## src/hdl/lc4_dual_config.svh

```systemverilog
`ifndef LC4_DUAL_CONFIG_SVH
`define LC4_DUAL_CONFIG_SVH

// data path and instruction word width
`define LC4_XLEN 16

// architectural register file
`define LC4_NREG 8
`define LC4_RSEL_W 3

// first fetch address out of reset
`define LC4_RESET_PC 16'h8200

// lane 0 is the older slot (A), lane 1 the younger (B)
`define LC4_LANES 2

// opcodes of the executed subset, all others retire as no-ops
`define LC4_OP_ARITH 4'b0001
`define LC4_OP_LOGIC 4'b0101
`define LC4_OP_CONST 4'b1001

`endif

```

## src/hdl/lc4_dual_pkg.sv

```systemverilog
`include "lc4_dual_config.svh"

package lc4_dual_pkg;

    // register form: ADD/MUL/SUB, AND/NOT/OR/XOR
    typedef struct packed {
        logic [3:0]              opcode;
        logic [`LC4_RSEL_W-1:0]  rd;
        logic [`LC4_RSEL_W-1:0]  rs;
        logic [2:0]              subop;
        logic [`LC4_RSEL_W-1:0]  rt;
    } insn_reg_t;

    // immediate form, imm_flag overlays the top subop bit
    typedef struct packed {
        logic [3:0]              opcode;
        logic [`LC4_RSEL_W-1:0]  rd;
        logic [`LC4_RSEL_W-1:0]  rs;
        logic                    imm_flag;
        logic [4:0]              imm5;
    } insn_imm_t;

    typedef struct packed {
        logic [3:0]              opcode;
        logic [`LC4_RSEL_W-1:0]  rd;
        logic [8:0]              imm9;
    } insn_const_t;

    typedef union packed {
        insn_reg_t   r;
        insn_imm_t   i;
        insn_const_t c;
    } insn_u;

    typedef enum logic [3:0] {
        ALU_NOP,
        ALU_ADD,
        ALU_MUL,
        ALU_SUB,
        ALU_ADDI,
        ALU_AND,
        ALU_NOT,
        ALU_OR,
        ALU_XOR,
        ALU_ANDI,
        ALU_CONST
    } alu_op_e;

    // decoded instruction, issue to execute
    typedef struct packed {
        logic                    valid;
        logic [`LC4_XLEN-1:0]    pc;
        insn_u                   insn;
        alu_op_e                 alu_op;
        logic [`LC4_RSEL_W-1:0]  rs_sel;
        logic [`LC4_RSEL_W-1:0]  rt_sel;
        logic                    rs_re;
        logic                    rt_re;
        logic [`LC4_RSEL_W-1:0]  rd_sel;
        logic                    rd_we;
        logic [`LC4_XLEN-1:0]    imm;
        logic [`LC4_XLEN-1:0]    rs_data;
        logic [`LC4_XLEN-1:0]    rt_data;
    } uop_t;

    // finished instruction in W
    typedef struct packed {
        logic                    valid;
        logic [`LC4_XLEN-1:0]    pc;
        insn_u                   insn;
        logic                    we;
        logic [`LC4_RSEL_W-1:0]  rd;
        logic [`LC4_XLEN-1:0]    data;
    } wb_t;

    typedef struct packed {
        logic [`LC4_LANES-1:0]                  we;
        logic [`LC4_LANES-1:0][`LC4_RSEL_W-1:0] sel;
        logic [`LC4_LANES-1:0][`LC4_XLEN-1:0]   data;
    } bypass_t;

    // younger lanes override older ones, otherwise the stored value
    function automatic logic [`LC4_XLEN-1:0] bypass_pick(
        input logic [`LC4_RSEL_W-1:0] sel,
        input logic [`LC4_XLEN-1:0]   reg_val,
        input bypass_t                byp
    );
        logic [`LC4_XLEN-1:0] val;
        val = reg_val;
        for (int l = 0; l < `LC4_LANES; l++) begin
            if (byp.we[l] && byp.sel[l] == sel) begin
                val = byp.data[l];
            end
        end
        return val;
    endfunction

endpackage

```

## src/hdl/lc4_dual_issue.sv

```systemverilog
`include "lc4_dual_config.svh"

module lc4_dual_issue (
    input  logic                                   gwe,
    input  logic                                   i_rst_n,
    input  lc4_dual_pkg::insn_u                    i_insn_a,
    input  lc4_dual_pkg::insn_u                    i_insn_b,
    input  logic [`LC4_LANES-1:0][`LC4_XLEN-1:0]   i_rs_data,
    input  logic [`LC4_LANES-1:0][`LC4_XLEN-1:0]   i_rt_data,
    output logic [`LC4_XLEN-1:0]                   o_pc,
    output logic [`LC4_LANES-1:0][`LC4_RSEL_W-1:0] o_rsel,
    output logic [`LC4_LANES-1:0][`LC4_RSEL_W-1:0] o_tsel,
    output lc4_dual_pkg::uop_t [`LC4_LANES-1:0]    o_uop
);

    logic [`LC4_XLEN-1:0]                 pc_q;
    logic [`LC4_LANES-1:0]                d_valid_q;
    logic [`LC4_LANES-1:0][`LC4_XLEN-1:0] d_pc_q;
    lc4_dual_pkg::insn_u [`LC4_LANES-1:0] d_insn_q;
    lc4_dual_pkg::uop_t [`LC4_LANES-1:0]  dec;
    logic                                 split;

    function automatic lc4_dual_pkg::uop_t decode(
        input lc4_dual_pkg::insn_u  insn,
        input logic [`LC4_XLEN-1:0] pc,
        input logic                 valid
    );
        lc4_dual_pkg::uop_t u;
        u        = '0;
        u.valid  = valid;
        u.pc     = pc;
        u.insn   = insn;
        u.rs_sel = insn.r.rs;
        u.rt_sel = insn.r.rt;
        u.rd_sel = insn.r.rd;
        u.alu_op = lc4_dual_pkg::ALU_NOP;
        case (insn.r.opcode)
            `LC4_OP_ARITH: begin
                if (insn.i.imm_flag) begin
                    u.alu_op = lc4_dual_pkg::ALU_ADDI;
                    u.imm    = {{(`LC4_XLEN-5){insn.i.imm5[4]}}, insn.i.imm5};
                end else begin
                    case (insn.r.subop[1:0])
                        2'd0:    u.alu_op = lc4_dual_pkg::ALU_ADD;
                        2'd1:    u.alu_op = lc4_dual_pkg::ALU_MUL;
                        2'd2:    u.alu_op = lc4_dual_pkg::ALU_SUB;
                        // DIV has no divider, stays a no-op
                        default: u.alu_op = lc4_dual_pkg::ALU_NOP;
                    endcase
                    u.rt_re = (u.alu_op != lc4_dual_pkg::ALU_NOP);
                end
                u.rs_re = (u.alu_op != lc4_dual_pkg::ALU_NOP);
            end
            `LC4_OP_LOGIC: begin
                if (insn.i.imm_flag) begin
                    u.alu_op = lc4_dual_pkg::ALU_ANDI;
                    u.imm    = {{(`LC4_XLEN-5){insn.i.imm5[4]}}, insn.i.imm5};
                end else begin
                    case (insn.r.subop[1:0])
                        2'd0:    u.alu_op = lc4_dual_pkg::ALU_AND;
                        2'd1:    u.alu_op = lc4_dual_pkg::ALU_NOT;
                        2'd2:    u.alu_op = lc4_dual_pkg::ALU_OR;
                        default: u.alu_op = lc4_dual_pkg::ALU_XOR;
                    endcase
                    u.rt_re = (u.alu_op != lc4_dual_pkg::ALU_NOT);
                end
                u.rs_re = 1'b1;
            end
            `LC4_OP_CONST: begin
                u.alu_op = lc4_dual_pkg::ALU_CONST;
                u.imm    = {{(`LC4_XLEN-9){insn.c.imm9[8]}}, insn.c.imm9};
            end
            default: ;
        endcase
        u.rd_we = valid && (u.alu_op != lc4_dual_pkg::ALU_NOP);
        u.rs_re = valid && u.rs_re;
        u.rt_re = valid && u.rt_re;
        return u;
    endfunction

    always_comb begin
        for (int l = 0; l < `LC4_LANES; l++) begin
            dec[l]            = decode(d_insn_q[l], d_pc_q[l], d_valid_q[l]);
            o_rsel[l]         = dec[l].rs_sel;
            o_tsel[l]         = dec[l].rt_sel;
            o_uop[l]          = dec[l];
            o_uop[l].rs_data  = i_rs_data[l];
            o_uop[l].rt_data  = i_rt_data[l];
        end
        // B needs A
        split = dec[0].rd_we &&
                ((dec[1].rs_re && dec[1].rs_sel == dec[0].rd_sel) ||
                 (dec[1].rt_re && dec[1].rt_sel == dec[0].rd_sel));
        if (split) begin
            o_uop[1].valid = 1'b0;
            o_uop[1].rd_we = 1'b0;
        end
    end

    // on a split the held B moves into slot A, paired with the word at the PC
    always_ff @(posedge gwe) begin
        if (split) begin
            d_pc_q[0]   <= d_pc_q[1];
            d_insn_q[0] <= d_insn_q[1];
            d_pc_q[1]   <= pc_q;
            d_insn_q[1] <= i_insn_a;
        end else begin
            d_pc_q[0]   <= pc_q;
            d_insn_q[0] <= i_insn_a;
            d_pc_q[1]   <= pc_q + 1'b1;
            d_insn_q[1] <= i_insn_b;
        end
    end

    always_ff @(posedge gwe) begin
        if (!i_rst_n) begin
            pc_q      <= `LC4_RESET_PC;
            d_valid_q <= '0;
        end else begin
            pc_q      <= split ? pc_q + 1'b1 : pc_q + 2'd2;
            d_valid_q <= '1;
        end
    end

    assign o_pc = pc_q;

    a_pc_step: assert property (@(posedge gwe) disable iff (!i_rst_n)
        $past(i_rst_n) |-> (pc_q == $past(pc_q) + 1'b1) || (pc_q == $past(pc_q) + 2'd2));

    a_split_hold: assert property (@(posedge gwe) disable iff (!i_rst_n)
        split |-> !o_uop[1].valid ##1 (d_valid_q[0] && d_pc_q[0] == $past(d_pc_q[1])));

endmodule

```

## src/hdl/lc4_dual_lane.sv

```systemverilog
`include "lc4_dual_config.svh"

module lc4_dual_lane (
    input  logic                  gwe,
    input  logic                  i_rst_n,
    input  lc4_dual_pkg::uop_t    i_uop,
    input  lc4_dual_pkg::bypass_t i_bypass,
    output lc4_dual_pkg::wb_t     o_wb
);

    lc4_dual_pkg::uop_t   x_q;
    lc4_dual_pkg::wb_t    w_q;
    logic [`LC4_XLEN-1:0] rs_val;
    logic [`LC4_XLEN-1:0] rt_val;
    logic [`LC4_XLEN-1:0] alu_res;

    // D to X
    always_ff @(posedge gwe) begin
        x_q <= i_uop;
        if (!i_rst_n) begin
            x_q.valid <= 1'b0;
        end
    end

    // W of lane B first, then W of lane A, then the value read in D
    assign rs_val = lc4_dual_pkg::bypass_pick(x_q.rs_sel, x_q.rs_data, i_bypass);
    assign rt_val = lc4_dual_pkg::bypass_pick(x_q.rt_sel, x_q.rt_data, i_bypass);

    always_comb begin
        case (x_q.alu_op)
            lc4_dual_pkg::ALU_ADD: begin
                alu_res = rs_val + rt_val;
            end
            lc4_dual_pkg::ALU_MUL: begin
                // low half of the product only
                alu_res = rs_val * rt_val;
            end
            lc4_dual_pkg::ALU_SUB: begin
                alu_res = rs_val - rt_val;
            end
            lc4_dual_pkg::ALU_ADDI: begin
                alu_res = rs_val + x_q.imm;
            end
            lc4_dual_pkg::ALU_AND: begin
                alu_res = rs_val & rt_val;
            end
            lc4_dual_pkg::ALU_NOT: begin
                alu_res = ~rs_val;
            end
            lc4_dual_pkg::ALU_OR: begin
                alu_res = rs_val | rt_val;
            end
            lc4_dual_pkg::ALU_XOR: begin
                alu_res = rs_val ^ rt_val;
            end
            lc4_dual_pkg::ALU_ANDI: begin
                alu_res = rs_val & x_q.imm;
            end
            lc4_dual_pkg::ALU_CONST: begin
                alu_res = x_q.imm;
            end
            default: begin
                alu_res = '0;
            end
        endcase
    end

    // X to W
    always_ff @(posedge gwe) begin
        w_q.valid <= x_q.valid;
        w_q.pc    <= x_q.pc;
        w_q.insn  <= x_q.insn;
        w_q.we    <= x_q.valid && x_q.rd_we;
        w_q.rd    <= x_q.rd_sel;
        w_q.data  <= alu_res;
        if (!i_rst_n) begin
            w_q.valid <= 1'b0;
            w_q.we    <= 1'b0;
        end
    end

    assign o_wb = w_q;

    // a valid X slot carries a fully known operation, write enable and target
    a_x_decoded: assert property (@(posedge gwe) disable iff (!i_rst_n)
        x_q.valid |-> !$isunknown({x_q.alu_op, x_q.rd_we, x_q.rd_sel}));

endmodule

```

## src/hdl/lc4_dual_regfile.sv

```systemverilog
`include "lc4_dual_config.svh"

module lc4_dual_regfile (
    input  logic                                   gwe,
    input  logic                                   i_rst_n,
    input  logic [`LC4_LANES-1:0][`LC4_RSEL_W-1:0] i_rsel,
    input  logic [`LC4_LANES-1:0][`LC4_RSEL_W-1:0] i_tsel,
    input  lc4_dual_pkg::bypass_t                  i_bypass,
    output logic [`LC4_LANES-1:0][`LC4_XLEN-1:0]   o_rs_data,
    output logic [`LC4_LANES-1:0][`LC4_XLEN-1:0]   o_rt_data
);

    logic [`LC4_XLEN-1:0] regs_q [`LC4_NREG];

    always_ff @(posedge gwe) begin
        if (!i_rst_n) begin
            for (int r = 0; r < `LC4_NREG; r++) begin
                regs_q[r] <= '0;
            end
        end else begin
            // lane B is written last and keeps a collision
            for (int l = 0; l < `LC4_LANES; l++) begin
                if (i_bypass.we[l]) begin
                    regs_q[i_bypass.sel[l]] <= i_bypass.data[l];
                end
            end
        end
    end

    // write-through, a read sees the value written on the coming edge
    always_comb begin
        for (int l = 0; l < `LC4_LANES; l++) begin
            o_rs_data[l] = lc4_dual_pkg::bypass_pick(i_rsel[l], regs_q[i_rsel[l]], i_bypass);
            o_rt_data[l] = lc4_dual_pkg::bypass_pick(i_tsel[l], regs_q[i_tsel[l]], i_bypass);
        end
    end

endmodule

```

## src/hdl/lc4_dual_retire.sv

```systemverilog
`include "lc4_dual_config.svh"

module lc4_dual_retire (
    input  lc4_dual_pkg::wb_t [`LC4_LANES-1:0] i_wb,
    output lc4_dual_pkg::bypass_t              o_bypass,
    output lc4_dual_pkg::wb_t [`LC4_LANES-1:0] o_ret
);

    logic [`LC4_LANES-1:0] shadowed;

    always_comb begin
        for (int l = 0; l < `LC4_LANES; l++) begin
            // a younger write to the same register hides this one
            shadowed[l] = 1'b0;
            for (int m = l + 1; m < `LC4_LANES; m++) begin
                if (i_wb[m].we && i_wb[m].rd == i_wb[l].rd) begin
                    shadowed[l] = 1'b1;
                end
            end
            o_bypass.we[l]   = i_wb[l].we && !shadowed[l];
            o_bypass.sel[l]  = i_wb[l].rd;
            o_bypass.data[l] = i_wb[l].data;
        end
    end

    // retire records keep the architectural write of every lane
    assign o_ret = i_wb;

    // lane B only retires next to the instruction right before it
    always_comb begin
        if (i_wb[1].valid) begin
            a_ret_order: assert final (i_wb[0].valid && i_wb[1].pc == i_wb[0].pc + 1'b1);
        end
    end

endmodule

```

## src/hdl/lc4_dual_core.sv

```systemverilog
`include "lc4_dual_config.svh"

module lc4_dual_core (
    input  logic                               gwe,
    input  logic                               i_rst_n,
    output logic [`LC4_XLEN-1:0]               o_pc,
    input  lc4_dual_pkg::insn_u                i_insn_a,
    input  lc4_dual_pkg::insn_u                i_insn_b,
    output lc4_dual_pkg::wb_t [`LC4_LANES-1:0] o_ret
);

    logic [`LC4_LANES-1:0][`LC4_RSEL_W-1:0] rsel;
    logic [`LC4_LANES-1:0][`LC4_RSEL_W-1:0] tsel;
    logic [`LC4_LANES-1:0][`LC4_XLEN-1:0]   rs_data;
    logic [`LC4_LANES-1:0][`LC4_XLEN-1:0]   rt_data;
    lc4_dual_pkg::uop_t [`LC4_LANES-1:0]    uop;
    lc4_dual_pkg::wb_t [`LC4_LANES-1:0]     wb;
    lc4_dual_pkg::bypass_t                  bypass;

    lc4_dual_issue u_issue (
        .gwe       (gwe),
        .i_rst_n   (i_rst_n),
        .i_insn_a  (i_insn_a),
        .i_insn_b  (i_insn_b),
        .i_rs_data (rs_data),
        .i_rt_data (rt_data),
        .o_pc      (o_pc),
        .o_rsel    (rsel),
        .o_tsel    (tsel),
        .o_uop     (uop)
    );

    // lane 0 is A, lane 1 is B
    for (genvar l = 0; l < `LC4_LANES; l++) begin : g_lane
        lc4_dual_lane u_lane (
            .gwe      (gwe),
            .i_rst_n  (i_rst_n),
            .i_uop    (uop[l]),
            .i_bypass (bypass),
            .o_wb     (wb[l])
        );
    end

    lc4_dual_regfile u_regfile (
        .gwe       (gwe),
        .i_rst_n   (i_rst_n),
        .i_rsel    (rsel),
        .i_tsel    (tsel),
        .i_bypass  (bypass),
        .o_rs_data (rs_data),
        .o_rt_data (rt_data)
    );

    lc4_dual_retire u_retire (
        .i_wb     (wb),
        .o_bypass (bypass),
        .o_ret    (o_ret)
    );

endmodule

```

## config.mk

```make
export PLATFORM = sky130hd
export DESIGN_NAME = lc4_dual_core
export DESIGN_NICKNAME = d
export VERILOG_FILES = /design/src/hdl/lc4_dual_pkg.sv /design/src/hdl/lc4_dual_issue.sv /design/src/hdl/lc4_dual_lane.sv /design/src/hdl/lc4_dual_regfile.sv /design/src/hdl/lc4_dual_retire.sv /design/src/hdl/lc4_dual_core.sv
export VERILOG_INCLUDE_DIRS = /design/src /design/src/hdl
export SDC_FILE = /design/constraint.sdc
export NUM_CORES = 2
export LEC_CHECK = 0
export BUFFER_PORTS_ARGS = -buffer_cell sky130_fd_sc_hd__buf_2
export CORE_AREA = 4 4 263 265
export CTS_BUF_LIST = sky130_fd_sc_hd__clkbuf_2
export CTS_CLUSTER_DIAMETER = 40
export DETAILED_ROUTE_END_ITERATION = 7
export DIE_AREA = 0 0 267 269
export GPL_TIMING_DRIVEN = 0
export PLACE_DENSITY = 0.71
export SLEW_MARGIN = 20
export SYNTH_ARGS = -nofsm -noshare
export SYNTH_HDL_FRONTEND = slang
export SYNTH_SLANG_ARGS = --single-unit
```

## constraint.sdc

```tcl
create_clock -name gwe -period 12.9 [get_ports gwe]
set_input_delay 0.645 -clock gwe [delete_from_list [all_inputs] [get_ports gwe]]
set_output_delay 0.645 -clock gwe [all_outputs]
set_load 0.005 [all_outputs]
```

======== Word-level counts from Yosys, hierarchy flattened ========
Memory sizes are Yosys's and may differ from the RTL's. A register that Yosys moved wholly into a read port is not among the register bits.
Cells that the tools add are included.
cells by class
  magnitude comparators ................... 0
  reductions and logical operators ........ 40
  $mul .................................... 2
  shift-type cells ........................ 0
  divide/modulo/power cells ............... 0
  add/subtract/negate cells ............... 8
  equality and inequality tests ........... 50
  multiplexer cells ....................... 58
  bitwise gates (word level) .............. 11
operator list
  operator                                                         count
  16-bit two-way mux                                               21
  16-bit case mux with 10 select lines                             2
  16-bit adder                                                     4
  16-bit AND                                                       4
  32-bit two-way mux                                               2
  16-bit case mux with 2 select lines                              2
  3-bit == test                                                    19
  4-bit case mux with 3 select lines                               4
  4-bit by 3-bit == test with 1-bit output, second input constant  10
  4-bit two-way mux                                                9
  4-bit == test, second input constant                             8
  16-bit by 16-bit multiplier with 16-bit output                   2
  16-bit inverter                                                  2
  16-bit OR                                                        2
  16-bit OR reduction                                              2
  16-bit subtractor                                                2
  16-bit bitwise XOR                                               2
  1-bit logical AND                                                27
  16-bit by 1-bit adder with 16-bit output, second input constant  1
  16-bit by 2-bit adder with 16-bit output, second input constant  1
  4-bit by 1-bit == test with 1-bit output, second input constant  4
  4-bit by 2-bit == test with 1-bit output, second input constant  4
  4-bit nonzero test                                               4
  1-bit two-way mux                                                12
  other kinds (12)                                                 19
storage, ports and cells
  bits in read-only memories .............. 0
  output and inout port bits .............. 122
  logic and storage cells ................. 210
  register bits after elaboration ......... 378
  input port bits ......................... 34
  latch bits .............................. 0
  memories ................................ 1
  bits in writable memories ............... 128
memories
  memory            depth  bits a word  rd ports  clocked after memory_dff  write ports  RTL line                source
  u_regfile.regs_q  8      16           4         4                         8            lc4_dual_regfile.sv:13  logic [`LC4_XLEN-1:0] regs_q [`LC4_NREG];

======== Longest topological paths before layout ========
  word-level depth ........................ 13
  mapped depth ............................ 31
  depth with buffers taken out ............ 27

======== By module ========
Synthesis repeated with hierarchy kept, for this count alone.
unflattened totals
  cell total of the unflattened synthesis .. 3669
  area, all modules ....................... 37496.0 um^2
by module, submodules not included
  module                            area each (um^2)  cells each  times used  sequential area each (um^2)
  lc4_dual_regfile                  11493.5           830         1           3843.7
  lc4_dual_lane (g_lane[1].u_lane)  10202.3           1102        1           2962.8
  lc4_dual_lane (g_lane[0].u_lane)  10007.1           1087        1           2962.8
  lc4_dual_issue                    4665.7            500         1           1621.6
  lc4_dual_retire                   1127.3            150         1           0.0

======== Least setup slack after synthesis ========
No wires, ideal clock.
  path kind ............................... register to register
  start ................................... reg g_lane[1].u_lane.o_wb[29] (netlist name)
  end ..................................... reg g_lane[0].u_lane.w_q, in the netlist g_lane[0].u_lane.o_wb[15]
  cell stages (with the launch flop) ...... 29
  data required time ...................... 12763 ps
  buffers on the path ..................... 5
  setup time .............................. 137 ps
  arrival ................................. 6626 ps
  path slack .............................. 6137 ps
  clock period less this slack ............ 6763 ps
  path through ............................ dfxtp_1 buf_6 xor2_2 o41a_1 buf_2 buf_2 buf_4 nand3_1 a31o_2 clkbuf_1 clkinv_1 nand2_1 fa_1 fa_1 inv_1 fa_1 fa_1 inv_1 fa_1 fa_1 xnor2_1 xnor2_1 xnor2_1 xnor2_1 xnor2_1 xnor2_1 xnor3_1 xnor2_1 o221ai_1
RTL lines
  element        RTL line             source
  end, declared  lc4_dual_lane.sv:12  lc4_dual_pkg::wb_t w_q;

======== Final worst setup path ========
  start ................................... reg g_lane[1].u_lane.w_q, in the netlist g_lane[1].u_lane.o_wb[19]
  end ..................................... reg g_lane[1].u_lane.w_q, in the netlist g_lane[1].u_lane.o_wb[15]
between the ends
  longest elaborated chain between the ends .. 9
  elaborated cells on any way between the ends .. 22
  those cells by class .................... 3 x add/sub; 1 x mul; 6 x mux; 5 x bitwise; 7 x reduce/logical
ends and longest elaborated chain
  element                                                                 RTL line               source
  start, declared                                                         lc4_dual_lane.sv:12
  1-bit logical AND                                                       lc4_dual_retire.sv:16  if (i_wb[m].we && i_wb[m].rd == i_wb[l].rd) begin
  1-bit two-way mux                                                       lc4_dual_retire.sv:16
  1-bit zero test                                                         lc4_dual_retire.sv:20  o_bypass.we[l] = i_wb[l].we && !shadowed[l];
  1-bit logical AND                                                       lc4_dual_retire.sv:20
  1-bit logical AND                                                       lc4_dual_pkg.sv:91     if (byp.we[l] && byp.sel[l] == sel) begin
  16-bit two-way mux (2 in series)                                        lc4_dual_pkg.sv:91
  16-bit by 16-bit multiplier with 16-bit output (tied with other cells)  lc4_dual_lane.sv:36    alu_res = rs_val * rt_val;
  16-bit case mux with 10 select lines (*)                                lc4_dual_lane.sv:30    case (x_q.alu_op)
  named net g_lane[1].u_lane.alu_res[15]                                  lc4_dual_lane.sv:15    logic [`LC4_XLEN-1:0] alu_res;
The timed path passes the listed nets; every way through them passes the cells marked *.
A chain may end at the register's enable or synchronous reset.

==> out/summary.txt <==
Die Y - 269 um
combinational share of power - 45.6%
#FFs+latches synth - 467
NetSw - 2.18 mW
Initial DRC Count - 3,030
Syn. warnings - 0
drt drc - 0
relative max-transition margin - 17.5%
Sw Ratio - 43.0%
TritonCTS buffer count - 117
die area - 0.0718 mm2
flip-flop and latch area - 0.0106 mm2
Main synth FF type - dfxtp_1
Sink Count - 467
GRT Util Overall - 32.1%
Area growth, synth to finish - 10.9%
P_int - 2.89 mW
final setup violation count - 0
nets - 4,113
setup ws final - 4.00 ns
RSZ-0062 raised after global routing - no
status - complete, no violations
achievable frequency - 112 MHz
clock skew - 0.0899 ns
asr flop ratio synth - 0%
Gate Count Post-Synth - 3,399
Worst Path Required - 13.89 ns
Setup WS pre-CTS - 4.18 ns
Syn Nets - 3,783
Clock power frac - 20.6%
syn avg cell area - 9.75 um2
io pins - 156
PortBufs - 155
Vias - 28,700
fin. max-slew vios - 0
Hold Vio Cnt, Final - 0
final antenna-violating net count - 0
crit path time final - 8.90 ns
root buffer cell - clkbuf_2
H-tree Lvls - 3
worst-path fanout max - 10
Slowest-stage cell, CP - a31oi_2
total core area - 0.0668 mm2
layout cell share with drive strength beyond 1 - 16.7%
hold path cells - 3
Wirelength per Cell - 25.0 um
Seq/Total Area, Yosys - 32.1%
first-pass GRT wire length - 174,000 um
crit path capture type - register
final setup TNS - 0 ns
Hold WS - 0.257 ns
max incr delay on CP - 0.78 ns
Die X - 267 um
setup bufs post-CTS - 0
GP Congestion - 0.996
Final period util - 69.0%
Post-synth EDFFs - 128
worst hold path class - in -> reg
Arr. time, crit path - 9.89 ns
DR vias/cell - 6.11
critical path type - reg -> reg
Pre-antenna DRT Iters - 6
Initial Util - 49.6%
count of different cell masters after synthesis - 92
GRT overflow - 0
Clock Path Buffers - 3
Pwr Total - 5.07 mW
worst reg-to-reg path cell count - 27
startpoint types - register
P per Cell Area - 138 mW/mm2
number of filler cells placed in the layout - 6,040
Multi-input gate area - 0.0204 mm2
peak supply drop - 115 uV
vias in the first global route - 27,900
Least-Margin Pin Slew - 1.24 ns
Final Util - 55.0%
Netlist Area Pre-Place - 0.0331 mm2
Top cell by count, worst path - fa_1
clk slew on worst S/H paths - 0.11 ns
Seq pwr share - 33.8%
HPWL after DPL - 90,400 um
total routed wirelength - 117,000 um
initial antenna violation count - 2
Lkg Pwr - 15.7 nW
FP Rows - 95
Max Cap Violations - 0
CTS tree - built
largest net degree at the start of global routing - 22
Worst-Skew Late Latency - 1.20 ns
worst max-delay path: cells and delay by family, from the launching register on:
kind                       cells  cell delay [ns]
AOI/OAI and AO/OA              8             2.98
xor gates and xnor gates       1             0.21
adders and majority gates      7             2.90
buffers and inverters          8             1.64
DFF                            1             0.41
and+or+nand+nor                3             0.53
power by group through the flow:
| stage | registers, mW | logic [mW] | clock network, mW |
|---|---|---|---|
| 5_1_grt | 1.72 | 2.54 | 1.13 |
| 3_3_place_gp | 1.74 | 2.22 | 0 |
| 6_report | 1.72 | 2.32 | 1.04 |
| 2_1_floorplan | 1.68 | 1.59 | 0 |
| 4_1_cts | 1.71 | 2.28 | 1.05 |
| 3_5_place_dp | 1.74 | 2.25 | 0 |
sequential cells by signal, indices dropped and copies added (netlist names):
name	count
u_regfile.regs_q	128
u_issue.o_uop	52
g_lane.u_lane.o_wb	100
u_issue.o_rsel	6
u_issue.o_tsel	6
g_lane.u_lane.x_q	158
u_issue.o_pc	16
u_issue.d_valid_q	1
layout make-up:
type / instances / area share, %
tap: 873 / 2.97
sequential: 467 / 28.9
clock inverter: 43 / 0.786
antenna: 1 / 0.00681
buffer: 237 / 2.69
multi-input combinational: 2381 / 55.6
timing repair buffer: 211 / 3.62
clock buffer: 161 / 2.19
inverter: 314 / 3.23
cells in the mapped netlist, drive strengths merged (68+ instances only):
master  number  area share [%]
nand2      384             4.4
dfxtp      339              20
inv        302             3.4
nor2       269             3.1
o21ai      242             3.7
ha         188             7.1
clkbuf     169             1.9
fa         162             9.8
xnor2      133             3.5
edfxtp     128              12
mux4       128             8.7
a22o       124             3.3
mux2i       83             2.5
a21oi       71             1.1
nand3       71             1.1
buf         68             1.1
path summary, 6_finish.rpt:
kind                             start                         to  slack [ns]
min                        i_insn_a[9]          u_issue.o_uop[49]        0.26
max          g_lane[1].u_lane.o_wb[19]  g_lane[1].u_lane.o_wb[15]        4.00
min reg2reg   g_lane[0].u_lane.x_q[74]  g_lane[0].u_lane.o_wb[30]        0.30
max reg2reg  g_lane[1].u_lane.o_wb[19]  g_lane[1].u_lane.o_wb[15]        4.00
cells by family after synthesis:
kind of cell               synth area share [%]
AOI/OAI and AO/OA                          14.2
xor gates and xnor gates                   5.45
adders and majority gates                  16.9
buffers and inverters                      6.55
DFF                                        32.1
muxes                                      12.7
and+or+nand+nor                            12.1
placed cells by master, fill, tap and decap left out, types with 34 or more instances in the layout:
master	n
nand2_1	382
dfxtp_1	339
inv_1	288
nor2_1	265
o21ai_0	232
ha_1	188
buf_2	174
clkbuf_1	168
clkbuf_2	163
fa_1	162
xnor2_1	133
mux4_2	128
edfxtp_1	128
a22o_1	124
mux2i_1	83
nand3_1	70
a21oi_1	67
xor2_1	54
dlygate4sd3_1	46
mux2_2	45
nor3_1	37
buf_1	34
clkinv_1	34
metal layers:
metal  track usage, %  vias to the layer above  part of all wire (%)
li1                 -                    12600                     -
met1             42.0                    13900                    39
met2             51.5                     1775                    46
met3             7.26                      369                    10
met4             14.3                        0                   5.0
met5                0                        -                     0
what timing repair did:
action                    4_1_cts  5_1_grt
hold buffers                   46        0
hold endpoints to repair       35        0
gates resized for setup         0        0
through the flow:
stage	area (um2)	instances
4_1_cts	36700	4687
6_report	36800	4688
3_3_place_gp	35000	4427
2_1_floorplan	33100	3399
3_5_place_dp	35200	4437
5_1_grt	36800	4688
Power figures use the tool's default switching activity.
